===== src/common/dsp_pkg.sv =====
// Word, product and accumulator types, opcodes, instruction views and stage structs
package dsp_pkg;

    typedef logic [15:0]        word_t;
    typedef logic signed [31:0] prod_t;
    typedef logic signed [35:0] acc_t;

    // Output port limits
    localparam word_t SAT_POS = 16'h7FFF;
    localparam word_t SAT_NEG = 16'h8000;

    // Codes 9 to 15 are undefined and raise the fault flag
    typedef enum logic [3:0] {
        NOP  = 4'd0,
        LDX  = 4'd1,
        LDY  = 4'd2,
        MPY  = 4'd3,
        MAC  = 4'd4,
        CLR  = 4'd5,
        OUT  = 4'd6,
        IN   = 4'd7,
        GOTO = 4'd8
    } op_e;

    // Immediate view, for LDX, LDY and GOTO
    typedef struct packed {
        op_e        op;
        logic [1:0] spare;
        logic [9:0] imm;
    } instr_imm_t;

    // Accumulator view, for MAC, CLR and OUT
    typedef struct packed {
        op_e        op;
        logic       acc_sel;
        logic       chan;
        logic [9:0] spare;
    } instr_acc_t;

    typedef union packed {
        instr_imm_t imm_view;
        instr_acc_t acc_view;
    } instr_u;

    // Decode to execute, one-hot strobes plus operands
    typedef struct packed {
        logic  load_x;
        logic  load_y;
        logic  load_in;
        logic  mpy;
        logic  mac;
        logic  clr;
        logic  out;
        logic  acc_sel;
        logic  chan;
        word_t imm;
    } dec_ctrl_t;

    // Execute to result
    typedef struct packed {
        logic valid;
        acc_t acc;
        logic chan;
    } out_req_t;

endpackage

===== src/dau/dsp_decode.sv =====
// Instruction decode into execute controls, jump request and sticky fault
`timescale 1ns/1ps

module dsp_decode #(
    parameter int ROM_AW = 10
) (
    input  logic               clk,
    input  logic               rst_n,
    input  dsp_pkg::instr_u    instr,
    input  logic               instr_valid,
    output dsp_pkg::dec_ctrl_t ctrl,
    output logic               jump,
    output logic [ROM_AW-1:0]  jump_addr,
    output logic               fault
);

    import dsp_pkg::*;

    op_e       op;
    dec_ctrl_t ctrl_next;
    logic      undef_op;

    // Both views keep the opcode in the same place
    assign op = instr.imm_view.op;

    always_comb begin
        ctrl_next         = '0;
        undef_op          = 1'b0;
        // Operands follow the word and only the strobes are qualified
        ctrl_next.acc_sel = instr.acc_view.acc_sel;
        ctrl_next.chan    = instr.acc_view.chan;
        ctrl_next.imm     = {{6{instr.imm_view.imm[9]}}, instr.imm_view.imm};
        if (instr_valid) begin
            case (op)
                NOP:  ;
                LDX:  ctrl_next.load_x  = 1'b1;
                LDY:  ctrl_next.load_y  = 1'b1;
                MPY:  ctrl_next.mpy     = 1'b1;
                MAC:  ctrl_next.mac     = 1'b1;
                CLR:  ctrl_next.clr     = 1'b1;
                OUT:  ctrl_next.out     = 1'b1;
                IN:   ctrl_next.load_in = 1'b1;
                GOTO: ;
                default: undef_op = 1'b1;
            endcase
        end
    end

    // Taken straight from the memory output so that only one word is flushed
    assign jump      = instr_valid && (op == GOTO);
    assign jump_addr = ROM_AW'(instr.imm_view.imm);

    always_ff @(posedge clk or negedge rst_n) begin
        if (!rst_n) begin
            ctrl <= '0;
        end else begin
            ctrl <= ctrl_next;
        end
    end

    // Stays set until the next reset
    always_ff @(posedge clk or negedge rst_n) begin
        if (!rst_n) begin
            fault <= 1'b0;
        end else if (undef_op) begin
            fault <= 1'b1;
        end
    end

endmodule


===== config.mk =====
export PLATFORM = sky130hd
export DESIGN_NAME = dsp_decode
export DESIGN_NICKNAME = d
export VERILOG_FILES = /design/src/common/dsp_pkg.sv /design/src/dau/dsp_decode.sv
export SDC_FILE = /design/constraint.sdc
export NUM_CORES = 1
export LEC_CHECK = 0
export ABC_CLOCK_PERIOD_IN_PS = 2050
export BUFFER_PORTS_ARGS = -buffer_cell sky130_fd_sc_hd__buf_2
export CORE_MARGIN = 3
export CORE_UTILIZATION = 40
export DETAILED_ROUTE_END_ITERATION = 7
export MAX_ROUTING_LAYER = met4
export PLACE_DENSITY = 0.81
export REMOVE_ABC_BUFFERS = 1
export SLEW_MARGIN = 20
export SYNTH_ARGS = -nofsm -noshare
export SYNTH_HDL_FRONTEND = slang
export SYNTH_SLANG_ARGS = --single-unit

===== constraint.sdc =====
create_clock -name clk -period 2.05 [get_ports clk]
set_input_delay 0.41 -clock clk [delete_from_list [all_inputs] [get_ports clk]]
set_output_delay 0.41 -clock clk [all_outputs]
set_load 0.005 [all_outputs]

* Yosys cells after proc, flatten, opt, wreduce, memory -nomap -nowiden
Cells that the tools add are included.
** Operators by class
- Add/subtract/negate cells :: 0
- Equality and inequality tests :: 8
- Multipliers :: 0
- Muxes and demuxes :: 10
- Reductions and logical operators :: 3
- Div/mod/pow operators :: 0
- Shift operators :: 0
- Order comparisons :: 0
- Bitwise gates (word level) :: 0
** Operators by type and width (count)
- equality test 4 x 3 -> 1 bit (second input constant) :: 4
- two-way mux 1 bit :: 9
- OR reduction 9 bit :: 1
- equality test 4 x 2 -> 1 bit (second input constant) :: 2
- two-way mux 7 bit :: 1
- equality test 4 x 1 -> 1 bit (second input constant) :: 1
- equality test 4 bit (second input constant) :: 1
- logical NOT 4 bit :: 1
- logical AND 1 bit :: 1
** Storage, ports and cells
- Memory bits (writable) :: 0
- Bits in latches :: 0
- Bits in registers :: 20
- Logic and storage cells :: 32
- Bits of input ports :: 19
- Memories kept :: 0
- Bits in read-only memories :: 0
- Output and inout port bits :: 37

* Depth between registers and ports, before layout
Gate-level depths: netlist of the first run.
- Depth in word-level cells :: 4
- Gate-level depth with buffers :: 2
- Mapped depth without buffers :: 2

* Worst setup path before layout of the first run
OpenSTA, ideal clock, no wires.
- Kind :: input -> output
- Start point :: in instr[12] (netlist name)
- End point :: out jump
- Stages on the path :: 2
- Required time :: 1.640 ns
- Slack :: 0.640 ns
- Arrival time :: 1.000 ns
- Path buffers :: 0
- Cell sequence :: or3b_1 -> nor3b_2
** On the way
- Cells in the longest elaborated chain, start to end :: 2
** RTL lines
- from (decl) :: RTL line dsp_decode.sv:9 : input dsp_pkg::instr_u instr,
- equality test 4 bit :: RTL line dsp_decode.sv:50 : assign jump = instr_valid && (op == GOTO);
- logical AND 1 bit :: RTL line dsp_decode.sv:50
- to (decl) :: RTL line dsp_decode.sv:12 : output logic jump,
No other way between the ends.

* Final worst setup path of the first run
Same ends and word-level chain as after synthesis.

==> run summary, run 1 <==
Status -> complete, no violations
DR vias/cell -> 4.27
Die Wd -> 48.2 um
CP required -> 1640 ps
Most common cell after layout, fill and taps aside -> buf_2
Met2 Routed Length -> 664 um
Number of H-tree levels -> 1
DRT met1 WL -> 508 um
DRT Pass-1 Iters -> 2
Full die area -> 2320 sq um
Post-synthesis cell count -> 52
Ports -> 56
Die Span Y -> 48.2 um
Min-delay worst type -> input port to async pin
Postcts setup bufs -> 0
Leak pwr -> 0.516 nW
Slew Viols, Final -> 0
Antenna cells -> 0
Clock Latency Late Sink -> 290 ps
Clock sinks -> 20
Clock tree buffer depth -> 2
Clock buffer count from CTS -> 3
Final ANT Viol Nets -> 0
Critical Path AT -> 1260 ps
P&R area growth vs syn -> 31.1%
Post-CTS sizing -> 0
Setup violations, final -> 0
Startpoint Class -> input port
Warnings, synthesis -> 0
Worst vdd rail ir drop -> 295 uV
Routed WL -> 1.42 mm
Layout cell share with drive strength beyond 1 -> 63.2%
Yosys reg bits -> 20
RSZ-0062 raised after global routing -> false
TNS Setup -> 0 ps
Via count -> 508
Seq/Total Area, Yosys -> 70.3%
# rows -> 14
Power per cell area -> 750 nW/um^2
Critical path peak fanout -> 5
Hold Fails Final Rpt -> 0
CTS tree -> done
Post-DR wirelength/cell -> 11.9 um
Setup crit end kind -> output pin
Crit Path Category -> input port to output pin
Initial antenna violation count -> 0
Most frequent cells in the layout -> buf_2, dfrtp_1, nor2_1
Largest net degree at the start of global routing -> 21
First-pass GRT wire length -> 1.95 mm
CTS Root Cell -> clkbuf_4
Worst Skew -> 0 ps
DRC Markers -> 0
Number of global-route vias before repair -> 444
Max-cap violations -> 0
Area of the core -> 1590 sq um
Tmin final -> 1670 ps
Final net count -> 115
Initial DRC count -> 1
Max Used Layer -> met4
# port buffers -> 55
Tightest Pin Transition -> 418 ps
F_max -> 600 MHz
Routability congestion estimate -> 0.763
Count of cell types in the netlist -> 12
Routed length on met3 -> 229 um
Crit share post-route -> 81.3%
Avg Cell Area, Syn -> 13.7 sq um
DP Wirelength -> 1.19 mm
Syn Std Cell Area -> 712 sq um
Grt total ovfl -> 0
CTS clock-pin slew for the worst setup and hold paths -> 100 ps
Initial core utilization -> 44.7%
Total track usage -> 12.8%
Hold_buf cts -> 0
Rel. slew slack -> 72.2%
Final total power -> 0.700 mW
[worst max-delay path, cell delays in order]
cell	delay, ps
buf_2	120
or3b_1	420
nor3b_2	180
buf_2	130
[synth_stat cells]
cell / count / area [sq um]
nor3b_2: 1 / 12.5
nand3_1: 1 / 5.00
dfrtp_1: 20 / 500
or3b_1: 1 / 8.76
nand2b_1: 1 / 6.26
nor4_1: 2 / 12.5
a21oi_1: 1 / 5.00
buf_4: 16 / 120
nand2_1: 1 / 3.75
nor2_1: 4 / 15.0
nand3b_1: 1 / 7.51
nor3_1: 3 / 15.0
[state kept, by name, summed over array words and instances (netlist names)]
signal,count
fault,1
ctrl,19
[cell families after synthesis]
kind of cell	after synthesis	synth area share (%)
AO/OA/AOI/OAI	1	0.702
AND/OR/NAND/NOR	15	12.1
buffers and inverters	16	16.9
flip-flops	20	70.3
[worst paths after layout]
check                      startpoint  endpoint  slack [ps]  depth (start not counted)
min                             rst_n  ctrl[17]          40                          1
max reg2reg                     fault     fault        1290                          2
max in group asynchronous       rst_n  ctrl[22]        1720                          1
min in group clk            instr[11]  ctrl[17]         220                          1
max                         instr[12]      jump         380                          4
min reg2reg                     fault     fault         560                          2
[layer usage]
metal,vias up,track usage [%]
met2,41,21.6
met5,-,-
met1,225,12.9
li1,240,-
met4,0,8.06
met3,2,3.32
[layout make-up]
| type | count | area [sq um] |
|---|---|---|
| repair buffers | 55 | 275 |
| fillers | 144 | 661 |
| multi-input cells | 16 | 91.3 |
| well taps | 24 | 30.0 |
| flip-flops and latches | 20 | 500 |
| clock buffers | 4 | 36.3 |
[stage by stage]
| step | hold WS [ps] | cell area [sq um] | instances | setup slack [ps] | util, % |
|---|---|---|---|---|---|
| 2_1_floorplan | 114 | 592 | 36 | 640 | - |
| 3_3_place_gp | 356 | 897 | 115 | 416 | 56.3 |
| 3_5_place_dp | 368 | 897 | 115 | 383 | 56.3 |
| 4_1_cts | 45.7 | 933 | 119 | 377 | 58.6 |
| 5_1_grt | 47.6 | 933 | 119 | 340 | 58.6 |
| 6_report | 39.1 | 933 | 119 | 384 | 58.6 |
[power breakdown]
part / switching [mW] / internal [mW]
Clock: 0.107 / 0.108
Sequential: 0.00367 / 0.408
Combinational: 0.0376 / 0.0355
(Power assumes the default switching activity.)
==> run 2, diff against run 1 <==
--- a/config.mk
+++ b/config.mk
@@ -5,13 +5,13 @@
 export SDC_FILE = /design/constraint.sdc
 export NUM_CORES = 1
 export LEC_CHECK = 0
-export ABC_CLOCK_PERIOD_IN_PS = 2050
+export ABC_CLOCK_PERIOD_IN_PS = 1600
 export BUFFER_PORTS_ARGS = -buffer_cell sky130_fd_sc_hd__buf_2
 export CORE_MARGIN = 3
-export CORE_UTILIZATION = 40
+export CORE_UTILIZATION = 37
 export DETAILED_ROUTE_END_ITERATION = 7
 export MAX_ROUTING_LAYER = met4
-export PLACE_DENSITY = 0.81
+export PLACE_DENSITY = 0.76
 export REMOVE_ABC_BUFFERS = 1
 export SLEW_MARGIN = 20
 export SYNTH_ARGS = -nofsm -noshare
==> constraint.sdc (replaced) <==
create_clock -name clk -period 1.6 [get_ports clk]
set_input_delay 0.32 -clock clk [delete_from_list [all_inputs] [get_ports clk]]
set_output_delay 0.32 -clock clk [all_outputs]
set_load 0.005 [all_outputs]
==> run summary, run 2 (same netlist as run 1, synthesis figures left out) <==
Status -> complete, no violations
First-pass GRT wire length -> 2.39 mm
Leak pwr -> 0.520 nW
CTS Root Cell -> clkbuf_4
Initial core utilization -> 40.4%
Grt total ovfl -> 0
# port buffers -> 55
Layout cell share with drive strength beyond 1 -> 62.5%
Most common cell after layout, fill and taps aside -> buf_2
P&R area growth vs syn -> 32.7%
DRC Markers -> 0
Critical path peak fanout -> 5
Clock tree buffer depth -> 2
CTS clock-pin slew for the worst setup and hold paths -> 100 ps
Critical Path AT -> 1170 ps
Final net count -> 116
Post-DR wirelength/cell -> 12.3 um
Tightest Pin Transition -> 414 ps
Setup ws final -> 114 ps
Worst vdd rail ir drop -> 378 uV
Postcts setup bufs -> 0
Die Span Y -> 49.9 um
Final ANT Viol Nets -> 0
Min-delay worst type -> input port to flop
Full die area -> 2490 sq um
Power per cell area -> 951 nW/um^2
Pre-CTS WS -> 110 ps
DP Wirelength -> 1.25 mm
Post-CTS sizing -> 0
Grt met1 use -> 15.1%
Crit share post-route -> 92.9%
Post-Place Cells -> 116
Die Wd -> 49.9 um
Non-Filler Instances -> 121
Worst Skew -> 0 ps
CTS tree -> done
Slew Viols, Final -> 0
CP required -> 1280 ps
Clock Latency Late Sink -> 280 ps
DR vias/cell -> 4.29
Startpoint Class -> input port
Number of global-route vias before repair -> 525
DP Area -> 898 sq um
Hold_buf cts -> 1
Most frequent cells in the layout -> buf_2, dfrtp_1, nor2_1
Sequential cell area -> 500 sq um
Initial DRC count -> 5
Fin area -> 945 sq um
Setup crit end kind -> output pin
Tmin final -> 1490 ps
Gr busiest metal -> met2
Routability congestion estimate -> 0.681
Clock sinks -> 20
Total track usage -> 13.8%
Crit Path Category -> input port to output pin
TNS Setup -> 0 ps
Filler cells -> 182
M2 GR Usage -> 21.1%
Max-cap violations -> 0
F_max -> 673 MHz
# rows -> 15
Number of H-tree levels -> 1
Max FFs per register -> 19
Area of the core -> 1760 sq um
DRT Pass-1 Iters -> 3
Final total power -> 0.898 mW
Antenna cells -> 0
Largest registers -> ctrl (19), fault (1)
Via count -> 519
Ports -> 56
Largest net degree at the start of global routing -> 21
Initial antenna violation count -> 0
Hold Fails Final Rpt -> 0
RSZ-0062 raised after global routing -> false
Clock buffer count from CTS -> 3
Setup violations, final -> 0
GR Util met3 -> 5.44%
Largest Register -> ctrl
Routed WL -> 1.49 mm
Rel. slew slack -> 72.4%
Multi-input logic area -> 91.3 sq um
[run 2: cell types whose count changed in the layout (fill, tap and decap cells not counted), sizes merged]
| cell | before | now |
|---|---|---|
| dlygate4sd3 | 0 | 1 |
[run 2: power by group]
group / internal [mW] / total, mW / leakage (nW) / switching, mW
sequential: 0.523 / 0.529 / 0.246 / 0.00559
clock: 0.138 / 0.274 / 0.0210 / 0.135
combinational: 0.0470 / 0.0959 / 0.253 / 0.0489
[run 2: worst max-delay path, cell delays in order]
cell and delay (ps):
buf_2 120, or3b_1 410, nor3b_2 190, buf_2 130
[run 2: path summary, 6_finish.rpt]
check / endpoint / cells past startpoint / start / slack (ps)
min in group asynchronous: ctrl[7] / 2 / rst_n / 490
min: ctrl[17] / 1 / instr[11] / 130
max: jump / 4 / instr[12] / 110
min reg2reg: fault / 2 / fault / 570
max reg2reg: fault / 2 / fault / 810
max in group asynchronous: ctrl[16] / 2 / rst_n / 820
[run 2: through the flow]
step	util (%)	hold WS, ps
finish	53.5	134
global route	53.5	111
CTS	53.5	125
detailed placement	50.9	278
global placement	50.9	274
floorplan	-	24.4
[run 2: layer usage]
metal	part of all wire [%]	up-vias
li1	-	246
met1	43	230
met2	43	41
met3	13	2
met4	1.6	0
met5	0	-
[run 2: cell type report]
type / count / area share (%)
well taps: 25 / 3.31
clock buffers: 4 / 3.84
repair buffers: 56 / 30.2
multi-input cells: 16 / 9.67
flip-flops and latches: 20 / 53.0
==> run 3, diff against run 2 <==
--- a/config.mk
+++ b/config.mk
@@ -7,11 +7,11 @@
 export LEC_CHECK = 0
 export ABC_CLOCK_PERIOD_IN_PS = 1600
 export BUFFER_PORTS_ARGS = -buffer_cell sky130_fd_sc_hd__buf_2
-export CORE_MARGIN = 3
 export CORE_UTILIZATION = 37
 export DETAILED_ROUTE_END_ITERATION = 7
 export MAX_ROUTING_LAYER = met4
 export PLACE_DENSITY = 0.76
+export RECOVER_POWER = 100
 export REMOVE_ABC_BUFFERS = 1
 export SLEW_MARGIN = 20
 export SYNTH_ARGS = -nofsm -noshare
==> run summary, run 3 (same netlist as run 1, synthesis figures left out) <==
Postcts setup bufs -> 0
First-pass GRT wire length -> 1.81 mm
Number of global-route vias before repair -> 413
Tmin final -> 1520 ps
Crit Reg-Reg Endpoint -> fault
Hold_ws -> 141 ps
Sequential cell area -> 500 sq um
RSZ-0062 raised after global routing -> false
R2r startpoint -> fault
Routability congestion estimate -> 0.696
Hold Fails Final Rpt -> 0
DR vias/cell -> 4.26
Setup violations, final -> 0
Rel. slew slack -> 69.6%
Worst path cell trace -> clkbuf_1, or3b_1, nor3b_1, buf_2
TNS Setup -> 0 ps
F_max -> 659 MHz
Die Span Y -> 45.9 um
Die Wd -> 45.9 um
# rows -> 15
Post-DR wirelength/cell -> 11.2 um
Post-CTS sizing -> 0
CTS clock-pin slew for the worst setup and hold paths -> 90 ps
Min-delay worst type -> input port to flop
Startpoint Class -> input port
Setup crit end kind -> output pin
DRC Markers -> 0
P&R area growth vs syn -> 25.5%
Status -> complete, no violations
Crit Path Category -> input port to output pin
Worst Skew -> 0 ps
Clock sinks -> 20
Final ANT Viol Nets -> 0
Ports -> 56
Layout cell share with drive strength beyond 1 -> 33.7%
Tightest Pin Transition -> 456 ps
Initial core utilization -> 40.4%
Initial antenna violation count -> 0
Total track usage -> 13.1%
Final net count -> 116
Slowest cell on crit path -> or3b_1
# port buffers -> 55
Area of the core -> 1760 sq um
Pre-CTS WS -> 112 ps
Filler cells -> 202
Max-cap violations -> 0
Most frequent cells in the layout -> clkbuf_1, buf_2, dfrtp_1
Largest registers -> ctrl (19), fault (1)
Power per cell area -> 928 nW/um^2
Largest Register -> ctrl
Crit share post-route -> 94.9%
Clock buffer count from CTS -> 3
Setup ws final -> 81.7 ps
Leak pwr -> 0.431 nW
DRT Pass-1 Iters -> 4
Max FFs per register -> 19
Worst Hold End -> ctrl[16]
Clock tree buffer depth -> 2
Routed WL -> 1.34 mm
Full die area -> 2100 sq um
DP Wirelength -> 1.07 mm
FF-to-FF setup slack -> 840 ps
CP top delay family -> simple AND/OR/NAND/NOR gates
Grt total ovfl -> 0
Critical path peak fanout -> 6
Initial DRC count -> 4
Worst Hold Depth -> 1
Largest net degree at the start of global routing -> 21
Hold Startpoint -> instr[10]
Critical Path AT -> 1200 ps
Slew Viols, Final -> 0
Antenna cells -> 0
CP required -> 1280 ps
CTS Root Cell -> clkbuf_4
R2R depth -> 2
Multi-input logic area -> 86.3 sq um
Worst vdd rail ir drop -> 424 uV
CP Buf/Inv Count -> 2
Delay of the slowest critical-path stage -> 400 ps
CTS tree -> done
Via count -> 511
Clock Latency Late Sink -> 280 ps
Number of H-tree levels -> 1
## run 3: per-layer routing
layer | global-route usage [%] | up-vias | share of wire, %
met3 | 3.17 | 4 | 13
li1 | - | 244 | -
met1 | 13.1 | 223 | 39
met5 | - | - | 0
met4 | 8.82 | 0 | 2.2
met2 | 22.3 | 40 | 46
## run 3: how the worst max path moves through the flow
stage	from	to	slack, ps	cells after the start
after global placement	instr[12]	jump	140	4
after floorplan	instr[12]	jump	370	2
after CTS	instr[12]	jump	110	4
final	instr[14]	jump	80	4
after detailed placement	instr[12]	jump	110	4
after global routing	instr[14]	jump	50	4
## run 3: cell type report
class	instances	share of cell area (%)
Tap cell	25	3.50
Timing Repair Buffer	56	28.3
Clock buffer	3	2.52
Multi-Input combinational cell	16	9.66
Sequential cell	20	56.0
## run 3: timing repair
item                       CTS  global route
setup endpoints to repair    0             0
hold buffers                 1             0
hold endpoints to repair    20             0
## run 3: power breakdown
part / switching (mW) / internal, mW / total, mW / leakage, nW
sequential: 0.00572 / 0.523 / 0.529 / 0.246
combinational: 0.0477 / 0.0394 / 0.0871 / 0.172
clock: 0.126 / 0.0873 / 0.213 / 0.0138
total: 0.179 / 0.650 / 0.829 / 0.431
## run 3: stage by stage
stage | cells | power (mW) | cell area (sq um) | utilization [%]
2_1_floorplan | 36 | 0.552 | 592 | -
3_3_place_gp | 116 | 0.630 | 898 | 50.9
3_5_place_dp | 116 | 0.633 | 898 | 50.9
4_1_cts | 120 | 0.853 | 931 | 52.8
5_1_grt | 120 | 0.870 | 893 | 50.6
6_report | 120 | 0.829 | 893 | 50.6
## run 3: worst register-to-register path: stages (launching register included)
cell and delay (ps):
dfrtp_1 410, nor4_1 170, nor2_1 70
